===== src/verilog/timer_pkg.sv =====
// Timer package
// Register map, reset values and the enums shared by the APB timer blocks

package timer_pkg;

	// ****************************************
	// Register byte offsets
	// ****************************************
	localparam logic [11:0] STATUS_OFFSET   = 12'h000;
	localparam logic [11:0] LOAD_OFFSET     = 12'h004;
	localparam logic [11:0] CMD_OFFSET      = 12'h008;
	localparam logic [11:0] COMPARE_OFFSET  = 12'h00C;
	localparam logic [11:0] PRESCALE_OFFSET = 12'h010;

	// Reset values of the stored registers
	localparam logic [31:0] LOAD_RESET     = 32'hFFFF_FFFF;
	localparam logic [31:0] COMPARE_RESET  = 32'h0000_0000;
	localparam logic [31:0] PRESCALE_RESET = 32'h0000_0000;

	// ****************************************
	// Status flags
	// ****************************************
	localparam int STATUS_WIDTH   = 5;
	localparam int STATUS_WRAP    = 0;
	localparam int STATUS_MATCH   = 1;
	localparam int STATUS_STARTED = 2;
	localparam int STATUS_STOPPED = 3;
	localparam int STATUS_OVERRUN = 4;

	// Opcodes written to CMD, taken from the low two data bits
	typedef enum logic [1:0] {
		CMD_NOP    = 2'd0,
		CMD_START  = 2'd1,
		CMD_STOP   = 2'd2,
		CMD_RELOAD = 2'd3
	} timer_cmd_e;

	typedef enum logic {
		TIMER_IDLE = 1'b0,
		TIMER_RUN  = 1'b1
	} timer_state_e;

endpackage


===== src/verilog/apb_timer.sv =====
// APB timer top level
// Register file, prescaler, counter and status flags behind one APB slave

`timescale 1ns/1ns

module apb_timer #(
	parameter int ADDR_WIDTH     = 12,
	parameter bit BIG_ENDIAN_BUS = 1'b0
) (
	input  logic                  rvx_port_15,
	input  logic                  rvx_port_04,
	input  logic                  psel,
	input  logic                  penable,
	input  logic [ADDR_WIDTH-1:0] paddr,
	input  logic                  pwrite,
	input  logic [31:0]           pwdata,
	output logic [31:0]           prdata,
	output logic                  pready,
	output logic                  pslverr,
	output logic                  irq,
	output logic [31:0]           timer_value
);

	logic                               cmd_valid;
	timer_pkg::timer_cmd_e              cmd_op;
	logic                               status_clear;
	logic [timer_pkg::STATUS_WIDTH-1:0] status_clear_mask;
	logic [timer_pkg::STATUS_WIDTH-1:0] status_flags;
	logic [31:0]                        load_value;
	logic [31:0]                        compare_value;
	logic [31:0]                        prescale_value;
	logic                               running;
	logic                               tick;
	logic                               wrap;
	logic                               match;
	logic                               started;
	logic                               stopped;

	// ****************************************
	// Bus side
	// ****************************************
	timer_apb_regs #(
		.ADDR_WIDTH     (ADDR_WIDTH),
		.BIG_ENDIAN_BUS (BIG_ENDIAN_BUS)
	) u_regs (
		.rvx_port_15       (rvx_port_15),
		.rvx_port_04       (rvx_port_04),
		.psel              (psel),
		.penable           (penable),
		.paddr             (paddr),
		.pwrite            (pwrite),
		.pwdata            (pwdata),
		.status_flags      (status_flags),
		.prdata            (prdata),
		.pready            (pready),
		.pslverr           (pslverr),
		.cmd_valid         (cmd_valid),
		.cmd_op            (cmd_op),
		.status_clear      (status_clear),
		.status_clear_mask (status_clear_mask),
		.load_value        (load_value),
		.compare_value     (compare_value),
		.prescale_value    (prescale_value)
	);

	// ****************************************
	// Timer core
	// ****************************************
	timer_prescaler u_prescaler (
		.rvx_port_15    (rvx_port_15),
		.rvx_port_04    (rvx_port_04),
		.running        (running),
		.prescale_value (prescale_value),
		.tick           (tick)
	);

	timer_counter u_counter (
		.rvx_port_15   (rvx_port_15),
		.rvx_port_04   (rvx_port_04),
		.cmd_valid     (cmd_valid),
		.cmd_op        (cmd_op),
		.tick          (tick),
		.load_value    (load_value),
		.compare_value (compare_value),
		.running       (running),
		.timer_value   (timer_value),
		.wrap          (wrap),
		.match         (match),
		.started       (started),
		.stopped       (stopped)
	);

	timer_irq_status u_status (
		.rvx_port_15       (rvx_port_15),
		.rvx_port_04       (rvx_port_04),
		.wrap              (wrap),
		.match             (match),
		.started           (started),
		.stopped           (stopped),
		.status_clear      (status_clear),
		.status_clear_mask (status_clear_mask),
		.status_flags      (status_flags),
		.irq               (irq)
	);

endmodule


===== src/verilog/timer_apb_regs.sv =====
// Timer APB register file
// Decodes APB accesses, keeps LOAD, COMPARE and PRESCALE and strobes the core

`timescale 1ns/1ns

module timer_apb_regs #(
	parameter int ADDR_WIDTH     = 12,
	parameter bit BIG_ENDIAN_BUS = 1'b0
) (
	input  logic                                rvx_port_15,
	input  logic                                rvx_port_04,
	input  logic                                psel,
	input  logic                                penable,
	input  logic [ADDR_WIDTH-1:0]               paddr,
	input  logic                                pwrite,
	input  logic [31:0]                         pwdata,
	input  logic [timer_pkg::STATUS_WIDTH-1:0]  status_flags,
	output logic [31:0]                         prdata,
	output logic                                pready,
	output logic                                pslverr,
	output logic                                cmd_valid,
	output timer_pkg::timer_cmd_e               cmd_op,
	output logic                                status_clear,
	output logic [timer_pkg::STATUS_WIDTH-1:0]  status_clear_mask,
	output logic [31:0]                         load_value,
	output logic [31:0]                         compare_value,
	output logic [31:0]                         prescale_value
);

	localparam logic [ADDR_WIDTH-1:0] STATUS_ADDR   = ADDR_WIDTH'(timer_pkg::STATUS_OFFSET);
	localparam logic [ADDR_WIDTH-1:0] LOAD_ADDR     = ADDR_WIDTH'(timer_pkg::LOAD_OFFSET);
	localparam logic [ADDR_WIDTH-1:0] CMD_ADDR      = ADDR_WIDTH'(timer_pkg::CMD_OFFSET);
	localparam logic [ADDR_WIDTH-1:0] COMPARE_ADDR  = ADDR_WIDTH'(timer_pkg::COMPARE_OFFSET);
	localparam logic [ADDR_WIDTH-1:0] PRESCALE_ADDR = ADDR_WIDTH'(timer_pkg::PRESCALE_OFFSET);

	// Reverses the four bytes of a word
	function automatic logic [31:0] swap_bytes(input logic [31:0] d);
		return {d[7:0], d[15:8], d[23:16], d[31:24]};
	endfunction

	logic [ADDR_WIDTH-1:0] word_addr;
	logic                  aligned;
	logic                  wr_access;
	logic [31:0]           wdata;
	logic [31:0]           rdata;
	logic                  unmapped;

	// ****************************************
	// Bus side decode
	// ****************************************
	assign word_addr = {paddr[ADDR_WIDTH-1:2], 2'b00};
	assign aligned   = (paddr[1:0] == 2'b00);

	// Misaligned offsets read normally but never write
	assign wr_access = psel & penable & pwrite & aligned;

	assign wdata  = BIG_ENDIAN_BUS ? swap_bytes(pwdata) : pwdata;
	assign prdata = BIG_ENDIAN_BUS ? swap_bytes(rdata) : rdata;
	assign pready = 1'b1;

	always_comb
	begin
		rdata    = 32'd0;
		unmapped = 1'b0;
		case (word_addr)
			STATUS_ADDR:   rdata = 32'(status_flags);
			LOAD_ADDR:     rdata = load_value;
			CMD_ADDR:      rdata = 32'd0;
			COMPARE_ADDR:  rdata = compare_value;
			PRESCALE_ADDR: rdata = prescale_value;
			default:       unmapped = 1'b1;
		endcase
	end

	assign pslverr = psel & unmapped;

	// ****************************************
	// Strobes to the core
	// ****************************************
	assign cmd_valid         = wr_access & (word_addr == CMD_ADDR);
	assign cmd_op            = timer_pkg::timer_cmd_e'(wdata[1:0]);
	assign status_clear      = wr_access & (word_addr == STATUS_ADDR);
	assign status_clear_mask = wdata[timer_pkg::STATUS_WIDTH-1:0];

	// Stored registers
	always_ff @(posedge rvx_port_15 or negedge rvx_port_04)
	begin
		if (!rvx_port_04)
		begin
			load_value     <= timer_pkg::LOAD_RESET;
			compare_value  <= timer_pkg::COMPARE_RESET;
			prescale_value <= timer_pkg::PRESCALE_RESET;
		end
		else if (wr_access)
		begin
			if (word_addr == LOAD_ADDR)
				load_value <= wdata;
			if (word_addr == COMPARE_ADDR)
				compare_value <= wdata;
			if (word_addr == PRESCALE_ADDR)
				prescale_value <= wdata;
		end
	end

endmodule


===== src/verilog/timer_counter.sv =====
// Timer counter
// Runs commands, counts prescaler ticks, wraps at LOAD and flags compare matches

`timescale 1ns/1ns

module timer_counter (
	input  logic                  rvx_port_15,
	input  logic                  rvx_port_04,
	input  logic                  cmd_valid,
	input  timer_pkg::timer_cmd_e cmd_op,
	input  logic                  tick,
	input  logic [31:0]           load_value,
	input  logic [31:0]           compare_value,
	output logic                  running,
	output logic [31:0]           timer_value,
	output logic                  wrap,
	output logic                  match,
	output logic                  started,
	output logic                  stopped
);

	timer_pkg::timer_state_e state;

	assign running = (state == timer_pkg::TIMER_RUN);

	always_ff @(posedge rvx_port_15 or negedge rvx_port_04)
	begin
		if (!rvx_port_04)
		begin
			state       <= timer_pkg::TIMER_IDLE;
			timer_value <= 32'd0;
			wrap        <= 1'b0;
			match       <= 1'b0;
			started     <= 1'b0;
			stopped     <= 1'b0;
		end
		else
		begin
			// Event outputs are single-cycle pulses
			wrap    <= 1'b0;
			match   <= 1'b0;
			started <= 1'b0;
			stopped <= 1'b0;

			// ****************************************
			// A command takes priority over a tick
			// ****************************************
			if (cmd_valid)
			begin
				case (cmd_op)
					timer_pkg::CMD_START:
					begin
						state       <= timer_pkg::TIMER_RUN;
						timer_value <= 32'd0;
						started     <= 1'b1;
					end
					timer_pkg::CMD_STOP:
					begin
						state   <= timer_pkg::TIMER_IDLE;
						stopped <= 1'b1;
					end
					timer_pkg::CMD_RELOAD:
						timer_value <= 32'd0;
					default:
						state <= state;
				endcase
			end
			else if (running && tick)
			begin
				// Match looks at the count before this tick
				match <= (timer_value == compare_value);
				if (timer_value == load_value)
				begin
					timer_value <= 32'd0;
					wrap        <= 1'b1;
				end
				else
					timer_value <= timer_value + 32'd1;
			end
		end
	end

endmodule


===== src/verilog/timer_irq_status.sv =====
// Timer status flags
// Sticky event flags with write-one-to-clear and the registered interrupt

`timescale 1ns/1ns

module timer_irq_status (
	input  logic                               rvx_port_15,
	input  logic                               rvx_port_04,
	input  logic                               wrap,
	input  logic                               match,
	input  logic                               started,
	input  logic                               stopped,
	input  logic                               status_clear,
	input  logic [timer_pkg::STATUS_WIDTH-1:0] status_clear_mask,
	output logic [timer_pkg::STATUS_WIDTH-1:0] status_flags,
	output logic                               irq
);

	logic [timer_pkg::STATUS_WIDTH-1:0] set_vec;
	logic [timer_pkg::STATUS_WIDTH-1:0] clr_vec;
	logic [timer_pkg::STATUS_WIDTH-1:0] flags_next;

	always_comb
	begin
		set_vec                            = '0;
		set_vec[timer_pkg::STATUS_WRAP]    = wrap;
		set_vec[timer_pkg::STATUS_MATCH]   = match;
		set_vec[timer_pkg::STATUS_STARTED] = started;
		set_vec[timer_pkg::STATUS_STOPPED] = stopped;
		// A second wrap before software has seen the first one
		set_vec[timer_pkg::STATUS_OVERRUN] = wrap & status_flags[timer_pkg::STATUS_WRAP];
	end

	assign clr_vec    = status_clear ? status_clear_mask : '0;
	assign flags_next = (status_flags & ~clr_vec) | set_vec;  // set wins

	always_ff @(posedge rvx_port_15 or negedge rvx_port_04)
	begin
		if (!rvx_port_04)
		begin
			status_flags <= '0;
			irq          <= 1'b0;
		end
		else
		begin
			status_flags <= flags_next;
			irq          <= flags_next[timer_pkg::STATUS_WRAP] |
			                flags_next[timer_pkg::STATUS_MATCH];
		end
	end

endmodule


===== src/verilog/timer_prescaler.sv =====
// Timer prescaler
// Divides the clock by PRESCALE+1 while the timer runs

`timescale 1ns/1ns

module timer_prescaler (
	input  logic        rvx_port_15,
	input  logic        rvx_port_04,
	input  logic        running,
	input  logic [31:0] prescale_value,
	output logic        tick
);

	logic [31:0] div_cnt;

	always_ff @(posedge rvx_port_15 or negedge rvx_port_04)
	begin
		if (!rvx_port_04)
		begin
			div_cnt <= 32'd0;
			tick    <= 1'b0;
		end
		else if (!running)
		begin
			// Held at zero so the first period is a full one
			div_cnt <= 32'd0;
			tick    <= 1'b0;
		end
		else if (div_cnt == prescale_value)
		begin
			div_cnt <= 32'd0;
			tick    <= 1'b1;
		end
		else
		begin
			div_cnt <= div_cnt + 32'd1;
			tick    <= 1'b0;
		end
	end

endmodule

===== config.mk =====
export PLATFORM = sky130hd
export DESIGN_NAME = apb_timer
export DESIGN_NICKNAME = d
export VERILOG_FILES = /design/src/verilog/timer_pkg.sv /design/src/verilog/apb_timer.sv /design/src/verilog/timer_apb_regs.sv /design/src/verilog/timer_counter.sv /design/src/verilog/timer_irq_status.sv /design/src/verilog/timer_prescaler.sv
export SDC_FILE = /design/constraint.sdc
export NUM_CORES = 1
export LEC_CHECK = 0
export BUFFER_PORTS_ARGS = -buffer_cell sky130_fd_sc_hd__buf_2
export CORE_MARGIN = 5
export CORE_UTILIZATION = 60
export DETAILED_ROUTE_END_ITERATION = 10
export PLACE_DENSITY = 0.82
export SYNTH_ARGS = -nofsm -noshare
export SYNTH_HDL_FRONTEND = slang
export SYNTH_HIERARCHICAL = 1
export SYNTH_SLANG_ARGS = --single-unit

===== constraint.sdc =====
create_clock -name rvx_port_15 -period 3.47 [get_ports rvx_port_15]
set_input_delay 0 -clock rvx_port_15 [delete_from_list [all_inputs] [get_ports rvx_port_15]]
set_output_delay 0 -clock rvx_port_15 [all_outputs]
set_load 0.05 [all_outputs]

==> impl_results.md, run 1 <==
* Post-route ant nets at 0
* Flop and latch count out of synthesis at around 170
* Cell type with the largest total area after synthesis: dfrtp_1
* Clock latency on the worst-skew pair at 430 ps
* P_leak at 5.48 nW
* Diode count at 0
* Routed via count at 7571
* Layout Nets at roughly 1.1k
* Commonest cells post-synth: dfrtp_1, nor2_1, xnor2_1
* WP data arrival at 2990 ps
* Reg clk slew, reported paths at around 70 ps
* Drt via density at about 6.1
* Core ar. at 16300 sq um
* RSZ-0062 raised after global routing: no
* Ys Warns at 6
* H-tree depth at 4
* CP Launch Type: input port
* Fill cells at between 1k and 1.5k
* Worst slew margin relative to its limit at 27.0%
* First-pass GRT wire length at approximately 43000 um
* Initial Utilization at 60.4%
* Placed Area at roughly 10000 sq um
* R2R Setup Slk at roughly 970 ps
* Clock sinks at about 170
* Final period utilization at approximately three quarters
* Total track usage at 28.2%
* P&R area growth vs syn at 14.4%
* # IOs at 116
* Multi-input logic area at a little over 5000 sq um
* Outcome: complete, no violations
* Number of global-route vias before repair at around 7.6k
* Top FF cell, synth: dfrtp_1
* Critical path capture point type: flop
* Final setup vio count at 0
* Top cell type's share of synthesized area at between 30% and 40%
* Worst Hold Launch: paddr[5]
* RR Endpoint: u_counter/timer_value[28]
* Worst reg-to-reg path cell count at 7
* Die X at roughly 140 um
* Fin util at 69.1%
* Post-DR wirelength/cell at 21.8 um
* Worst-margin pin slew at approximately 1100 ps
* WHS Endpoint: u_status/status_flags[3]
* Fraction of registers with async set/reset at 100%
* Synth unique cells at 64
* Final min period at 2650 ps
* Clk buf depth at 2
* Final Instance Area at 11300 sq um
* IR drop worst, VDD at between 0.0003 and 0.0004 V
* Synth Instances at 891
* Post-Synthesis Cell Area at ~9900 sq um
* Site row count at 47
* Setup_tns at 0 ps
* Seq/Total Area, Yosys at roughly 44%
* Fraction of layout cells with a size suffix above 1 at a little over a quarter
* Final Power at roughly 4 mW
* Detailed router's first-iteration violation count at roughly 700
* Most common cell in the netlist: dfrtp_1
* CTS Buf Count at 17
* Overall die area at about 19000 sq um
* Placer Congestion at 0.909
* CTS tree: yes
* MaxCap Viol Count at 0
* Postcts setup bufs at 0
* PwrDens at approximately 360 nW/um^2
* Fmax achieved at between 300 and 400 MHz
* Syn Nets at approximately 950
* GRT overflow at 0
* Post-route DRC at 0
* # port buffers at 114
* Largest net degree at the start of global routing at 97
* DR pass1 iterations at 5
* Final Hold Vio Count at 0
* Inst Count DP at 1172
* Setup Crit Path Kind: in2reg
* Final HPWL from detailed placement at 18800 um
* Critical Path RT at 3810 ps
* Reg-to-Reg Start: u_counter/timer_value[0]
* Worst hold path type: in2reg
* Number of synthesized flops with an enable pin at 0
* Final wirelength at between 20000 and 30000 um
* Initial antenna violation count at 0
* Main area contributors after synthesis: dfrtp_1, dfstp_2, mux2_1
* Hold path depth at 6
* Clk root buf: clkbuf_16
* Clk_skew at between 10 and 15 ps
* Average instance area after synthesis at approximately 11 sq um
* Die height at roughly 140 um
* Non-filler cells, final at about 1.2k
* Max-slew violation count at 0
* Register area at ~4300 sq um
* Max FO, Critical Path at 11
-- power breakdown --
group | total, mW | switching, mW | leakage, nW | internal (mW)
logic | 0.178 | 0.111 | 2.93 | 0.0666
registers | 2.01 | 0.00198 | 2.27 | 2.01
clock network | 1.87 | 0.797 | 0.277 | 1.08
total | 4.06 | 0.910 | 5.48 | 3.15
-- cell type report --
class                      instances  share of cell area, %
clock inverter                    11                   1.07
clock buffer                      21                   3.99
timing repair buffer             161                   8.96
inverter                          11                  0.366
sequential                       172                   38.5
tap                              220                   2.44
multi-input combinational        641                   44.7
-- worst max-delay path, cell delays in order --
cell and delay (ps):
buf_2 110, nor4_4 400, nand4_1 180, nor3b_1 630, o21a_1 490, nor2_1 120
nor3_1 510, nand3_1 180, xor2_1 180, nor3_1 170
-- cell usage in the layout (no fill, tap or decap), types with 27 or more instances in the layout --
cell / n
xnor2_1: 67
nor2_1: 73
dfrtp_1: 140
dlygate4sd3_1: 33
mux2_1: 60
nand3_1: 33
mux2_4: 30
nand2_1: 47
a22oi_1: 27
nand4_1: 33
mux2_2: 33
buf_2: 113
dfstp_2: 32
xor2_1: 63
-- kinds of logic (layout without fill, tap and decap cells) --
kind of cell	count (synthesis)	count (layout)	synth area share, %
simple gates	278	278	15.5
mux	135	135	16.4
buf+inv	78	204	4.98
other cells	1	1	0.0380
compound gates	91	91	6.78
fa+ha+maj	5	5	0.633
xor+xnor	131	131	11.7
flops	172	172	44.0
-- repair_timing --
action	in CTS	in global routing
hold endpoints to repair	179	0
gates resized for setup	0	0
hold buffers	33	0
-- state kept, by name, summed over array words and instances (netlist names) --
register and cells:
u_counter/started 1, u_regs/prescale_value 32, u_counter/wrap 1, u_counter/timer_value 32
u_counter/match 1, u_status/irq 1, u_status/status_flags 5, u_counter/stopped 1
u_prescaler/div_cnt 32, u_counter/running 1, u_regs/load_value 32, u_prescaler/tick 1
u_regs/compare_value 32
-- worst max path at each step --
stage | slack, ps | cells after the start | startpoint | to
global placement | 690 | 10 | paddr[8] | u_counter/timer_value[13]
floorplan | 1290 | 8 | u_counter/timer_value[21] | u_counter/timer_value[3]
detailed placement | 440 | 10 | paddr[8] | u_counter/timer_value[13]
CTS | 910 | 10 | paddr[8] | u_counter/timer_value[13]
global route | 580 | 10 | paddr[8] | u_counter/timer_value[13]
finish | 820 | 10 | paddr[8] | u_counter/timer_value[13]
-- metal layers --
layer / vias up / wire, um / track usage, %
met5: - / 0 / 0
met4: 0 / 658 / 9.36
met3: 56 / 1970 / 6.11
met2: 353 / 13200 / 46.0
met1: 3793 / 11100 / 37.6
li1: 3369 / - / -
-- through the flow --
stage,setup slack (ps),hold slack [ps]
after global routing,583,147
after floorplan,1290,-296
final,820,133
after CTS,914,117
after global placement,693,148
after detailed placement,443,150
Note: power is estimated with default switching activity, not from simulation.
==> run 2: changes to the inputs <==
--- a/config.mk
+++ b/config.mk
@@ -5,11 +5,12 @@
 export SDC_FILE = /design/constraint.sdc
 export NUM_CORES = 1
 export LEC_CHECK = 0
+export ABC_AREA = 1
 export BUFFER_PORTS_ARGS = -buffer_cell sky130_fd_sc_hd__buf_2
 export CORE_MARGIN = 5
 export CORE_UTILIZATION = 60
 export DETAILED_ROUTE_END_ITERATION = 10
-export PLACE_DENSITY = 0.82
+export PLACE_DENSITY = 0.81
 export SYNTH_ARGS = -nofsm -noshare
 export SYNTH_HDL_FRONTEND = slang
 export SYNTH_HIERARCHICAL = 1
==> constraint.sdc (replaced) <==
create_clock -name rvx_port_15 -period 2.51 [get_ports rvx_port_15]
set_input_delay 0 -clock rvx_port_15 [delete_from_list [all_inputs] [get_ports rvx_port_15]]
set_output_delay 0 -clock rvx_port_15 [all_outputs]
set_load 0.05 [all_outputs]
==> run 2 against run 1 <==
Against the previous run: combinational power is 38% higher; design area up 7.9%; routed wire length is 18% higher; sequential share of layout area shrank 2.8 points; highest routed layer unchanged; critical path depth shrank 2; register-to-register slack got worse by 620 ps; setup slack worse by 470 ps; clock-buffer cell count grew 1; cell count is 45% higher.
==> impl_results.md, run 2 <==
* Fraction of layout cells with a size suffix above 1 at 18.9%
* Setup ws final at 354 ps
* Synth Instances at 1434
* Final min period at 2160 ps
* Commonest cells post-synth: nand2_1, nand3_1, nor2_1
* IR drop worst, VDD at 0.000529 V
* Synth unique cells at 43
* # IOs at about 120
* Post-DR wirelength/cell at around 18 um
* Ys Warns at 6
* Setup Crit Path Kind: reg2reg
* Die X at about 140 um
* Dpl ws at approximately 440 ps
* Final HPWL from detailed placement at 22900 um
* Non-filler cells, final at 1789
* Fraction of registers with async set/reset at 100%
* Worst-margin pin slew at just over 700 ps
* P_sw at between 1 and 1.5 mW
* Clk_skew at roughly 8.3 ps
* Final wirelength at between 30000 and 40000 um
* Sequential share of power at between 40% and 50%
* Average instance area after synthesis at between 7 and 8 sq um
* P&R area growth vs syn at 14.0%
* Final period utilization at a little under nine tenths
* Initial Utilization at around 60%
* Total track usage at about a third
* Fmax achieved at ~460 MHz
* Routed via count at ~10k
* Final setup vio count at 0
* Placed Area at roughly 11000 sq um
* Clock sinks at 172
* Top cell type's share of synthesized area at approximately a third
* Core ar. at 17400 sq um
* Most frequent cells in the layout: nand2_1, nand3_1, nor2_1
* WP data arrival at 2480 ps
* Final Hold Vio Count at 0
* Die height at approximately 140 um
* Diode count at 0
* Main area contributors after synthesis: dfrtp_1, nand2_1, dfstp_2
* Placer Congestion at 1.02
* Final Power at approximately 5.8 mW
* DR pass1 iterations at 5
* Most common cell in the netlist: nand2_1
* Clock latency on the worst-skew pair at about 440 ps
* First-pass GRT wire length at about 50000 um
* Initial antenna violation count at 0
* Clk pwr share at roughly 48%
* Max FO, Critical Path at 24
* Post-route ant nets at 0
* H-tree depth at 4
* Final Instance Area at 12200 sq um
* Postcts setup bufs at 0
* Number of global-route vias before repair at roughly 9.6k
* P_leak at approximately 5.8 nW
* Switching part of the total at 22.1%
* Outcome: complete, no violations
* Max-slew violation count at 0
* Flop and latch count out of synthesis at about 170
* Largest net degree at the start of global routing at 77
* MaxCap Viol Count at 0
* Post-route DRC at 0
* Overall die area at around 20000 sq um
* Reg clk slew, reported paths at roughly 70 ps
* PostCTS Resize Cnt at 0
* Clk root buf: clkbuf_16
* Top FF cell, synth: dfrtp_1
* Detailed router's first-iteration violation count at 1077
* PwrDens at between 400 and 500 nW/um^2
* # port buffers at about 110
* RSZ-0062 raised after global routing: no
* Clk buf depth at 2
* CP Launch Type: flop
* Layout Nets at 1605
* Post-Synthesis Cell Area at 10700 sq um
* Reg-to-Reg Start: u_counter/timer_value[3]
* Syn Nets at around 1.5k
* GRT overflow at 0
* Internal at between 4 and 5 mW
* Setup_tns at 0 ps
* CTS Buf Count at 17
* Drt via density at ~5.6
* Seq/Total Area, Yosys at between 40 and 50%
* Critical Path RT at roughly 2800 ps
* Worst slew margin relative to its limit at about half
* Commonest non-fill, non-tap cell in the layout: nand2_1
* Cell type with the largest total area after synthesis: dfrtp_1
* Critical path capture point type: flop
* Logic pwr share at between 4 and 5%
* Site row count at 48
* Worst Hold Launch: paddr[3]
* Worst hold path type: in2reg
* Number of synthesized flops with an enable pin at 0
* CP startpoint: u_counter/timer_value[3]
* CTS tree: yes
* Inst Count DP at ~1.7k
## run 2: cell types whose count changed in the layout (fill, tap and decap cells not counted), sizes merged, moves of 14 or more
cell   change
o21ai     +95
inv      +121
and3      -14
xor2      -32
nor2      +92
nand2    +425
nand4     -24
nor4      -17
a22oi     -27
nand3    +118
mux2     -123
## run 2: final cells by class
cell class / count / area, sq um
Timing Repair Buffer: 170 / 1100
Clock buffer: 22 / 474
Fill cell: 1448 / 5230
Multi-Input combinational cell: 1057 / 5350
Inverter: 133 / 499
Clock inverter: 10 / 140
Sequential cell: 172 / 4340
Tap cell: 225 / 282
## run 2: path summary, 6_finish.rpt
| path | endpoint | slack, ps | cells past startpoint |
|---|---|---|---|
| max in group asynchronous | u_regs/load_value[27] | 1490 | 3 |
| hold / removal | u_counter/started | 100 | 6 |
| hold reg to reg | u_status/status_flags[3] | 450 | 1 |
| setup reg to reg | u_counter/timer_value[7] | 350 | 8 |
| min in group asynchronous | u_counter/timer_value[6] | 160 | 2 |
| setup / recovery | u_counter/timer_value[7] | 350 | 8 |
## run 2: what timing repair did
action / 4_1_cts / 5_1_grt
hold buffers: 33 / 0
endpoints found under the setup margin: 0 / 0
endpoints found under the hold margin: 165 / 0
## run 2: layer usage
layer	GRT usage (%)	vias up	share of wire (%)
li1	-	4725	-
met1	43.2	4677	41
met2	50.6	528	47
met3	5.99	64	8.9
met4	11.0	0	2.8
met5	0	-	0
## run 2: kinds of logic after synthesis
group	share of synthesized area, %
other	0.0351
AND/OR/NAND/NOR	34.3
AO/OA/AOI/OAI	6.77
XOR/XNOR	8.27
flip-flops	40.6
buffers and inverters	9.42
adder cells (fa/ha/maj)	0.585
## run 2: power by group through the flow
stage,sequential (mW),clock [mW],combinational (mW)
after floorplan,2.83,0,0.0744
after global placement,2.83,0,0.201
after detailed placement,2.83,0,0.204
after CTS,2.78,2.79,0.244
after global routing,2.78,2.94,0.270
final,2.78,2.76,0.246
## run 2: critical path, stage by stage, from the launching register on
cell,delay (ps)
dfrtp_1,480
xnor2_1,430
nand2_1,90
nor2_1,110
nand2_1,90
nor2_2,150
nand2_2,370
nand3b_1,250
nand2_1,70
## run 2: metrics by stage
| stage | util [%] | hold WS (ps) |
|---|---|---|
| after floorplan | - | -296 |
| after global placement | 64.6 | 71.5 |
| after detailed placement | 64.6 | 75.7 |
| after CTS | 70.0 | 89.1 |
| after global routing | 70.0 | 140 |
| final | 70.0 | 96.9 |
==> run 3: changes to the inputs <==
--- a/config.mk
+++ b/config.mk
@@ -7,11 +7,14 @@
 export LEC_CHECK = 0
 export ABC_AREA = 1
 export BUFFER_PORTS_ARGS = -buffer_cell sky130_fd_sc_hd__buf_2
+export CELL_PAD_IN_SITES_DETAIL_PLACEMENT = 1
+export CELL_PAD_IN_SITES_GLOBAL_PLACEMENT = 1
 export CORE_MARGIN = 5
-export CORE_UTILIZATION = 60
+export CORE_UTILIZATION = 44
 export DETAILED_ROUTE_END_ITERATION = 10
-export PLACE_DENSITY = 0.81
+export PLACE_DENSITY_LB_ADDON = 0.1
 export SYNTH_ARGS = -nofsm -noshare
 export SYNTH_HDL_FRONTEND = slang
 export SYNTH_HIERARCHICAL = 1
 export SYNTH_SLANG_ARGS = --single-unit
+export TNS_END_PERCENT = 20
==> run 3 against run 2 <==
Against the previous run: die area increased by 34%; worst hold slack lost 56 ps; largest cell class unchanged; combinational power rose by 2%; sequential power about the same; routed wire length increased by 15%; clock power barely moved; clock skew is 6.8 ps higher; via count down 1.2%; total power about the same; utilization down 19 points; cell count is 5.6% higher.
==> impl_results.md, run 3 (synthesized netlist as in run 2, its figures left out) <==
* Clk_skew at about 15 ps
* P&R area growth vs syn at 15.3%
* Fmax achieved at between 400 and 500 MHz
* Final wirelength at between 30000 and 40000 um
* CTS Buf Count at 17
* Detailed router's first-iteration violation count at 583
* Final period utilization at between 80 and 90%
* GRT overflow at 0
* Grt met1 use at about a third
* M2 GR Usage at between 40% and 50%
* Site row count at 57
* Fin util at 51.2%
* Non-filler cells, final at ~1.9k
* MaxCap Viol Count at 0
* Max FO, Critical Path at 24
* Crit-path slowest cell: dlygate4sd3_1
* Initial antenna violation count at 0
* CP Launch Type: input port
* Setup Crit Path Kind: in2out
* Post-route ant nets at 0
* Max-slew violation count at 0
* Worst-margin pin slew at roughly 800 ps
* Drt via density at 5.22
* Final min period at between 2000 and 2500 ps
* CTS tree: yes
* DR pass1 iterations at 5
* Fill cells at a little over 3k
* Initial Utilization at 44.4%
* Post-route DRC at 0
* Outcome: complete, no violations
* Commonest non-fill, non-tap cell in the layout: nand2_1
* IR drop worst, VDD at 0.000424 V
* PostCTS Resize Cnt at 0
* Top Usage Layer GRT: met2
* Clk buf depth at 2
* RSZ-0062 raised after global routing: no
* WP data arrival at ~2300 ps
* Most frequent cells in the layout: nand2_1, nand3_1, nor2_1
* Delay-heaviest family, CP: buffers and inverters
* Diode count at 0
* Routed via count at ~10k
* Worst Path Buf+Inv at 5
* Postcts setup bufs at 0
* Final HPWL from detailed placement at around 27000 um
* Placer Congestion at about 0.90
* Dpl ws at 329 ps
* Fraction of layout cells with a size suffix above 1 at around a fifth
* P_leak at 5.80 nW
* Critical Path RT at roughly 2500 ps
* # IOs at approximately 120
* Slowest stage delay, CP at about 540 ps
* Total track usage at approximately a quarter
* Worst hold path type: in2reg
* Clk root buf: clkbuf_16
* H-tree depth at 4
* Clock latency on the worst-skew pair at about 430 ps
* Inst Count DP at 1824
* Setup ws final at 252 ps
* Final setup vio count at 0
* Cells along the critical path: dlygate4sd3_1, buf_2, nor2_4, nand3_1, nor2_4, buf_12, nand2_1, nand3_1, nand2_1, inv_1, buf_2
* M3 GR Usage at under 10%
* Final Hold Vio Count at 0
* Worst slew margin relative to its limit at between 40% and 50%
* Clock sinks at 172
* Critical path capture point type: output pin
* # port buffers at between 100 and 150
* Die height at between 150 and 200 um
* Number of global-route vias before repair at 10.1k
* Largest net degree at the start of global routing at 65
* Overall die area at roughly 28000 sq um
* PwrDens at around 470 nW/um^2
* Post-DR wirelength/cell at 19.3 um
* Setup_tns at 0 ps
* Die X at 166 um
* First-pass GRT wire length at 57300 um
* CTS Hold Bufs at 34
* Final Power at between 5 and 6 mW
* Reg clk slew, reported paths at roughly 60 ps
* Core ar. at ~24000 sq um
* Layout Nets at roughly 1.6k
[run 3: cell count changes in the layout (fill, tap and decap cells not counted), sizes merged]
cell | previous run | this run
buf | 137 | 138
clkbuf | 22 | 19
clkinv | 8 | 4
clkinvlp | 0 | 4
dlygate4sd3 | 33 | 34
inv | 132 | 135
[run 3: final timing paths]
check | startpoint | endpoint | slack, ps | depth (start not counted)
min reg2reg | u_counter/stopped | u_status/status_flags[3] | 440 | 1
max | paddr[3] | prdata[15] | 250 | 11
max in group asynchronous | rvx_port_04 | u_regs/load_value[27] | 1480 | 3
max reg2reg | u_counter/timer_value[3] | u_counter/timer_value[29] | 370 | 8
min in group asynchronous | rvx_port_04 | u_counter/timer_value[11] | 130 | 2
min | paddr[2] | u_regs/load_value[4] | 40 | 5
[run 3: layout make-up]
cell class | count | area (sq um) | share of cell area, %
clock inverters | 13 | 168 | 1.36
flip-flops and latches | 172 | 4340 | 35.2
inverters | 133 | 499 | 4.05
well taps | 324 | 405 | 3.29
repair buffers | 172 | 1130 | 9.20
clock buffers | 19 | 433 | 3.51
multi-input cells | 1057 | 5350 | 43.4
[run 3: per-layer routing]
layer,vias up,wire (um),share of wire (%)
li1,4729,-,-
met1,4900,16300,45
met2,197,18000,49
met3,44,1280,3.5
met4,0,918,2.5
met5,-,0,0
[run 3: power breakdown]
group	internal, mW	switching, mW
Clock	1.58	1.18
Sequential	2.78	0.00289
Combinational	0.0841	0.167
[run 3: through the flow]
stage               area (sq um)  hold WS, ps
detailed placement         11400         50.0
CTS                        12300         12.9
floorplan                  10700         -296
global route               12300         64.5
finish                     12300         40.8
global placement           11400         48.5
[run 3: tightest hold or removal path: stages]
cell and delay [ps]:
buf_2 130, inv_1 90, nor2_2 60, nand3_4 130, o21ai_2 60
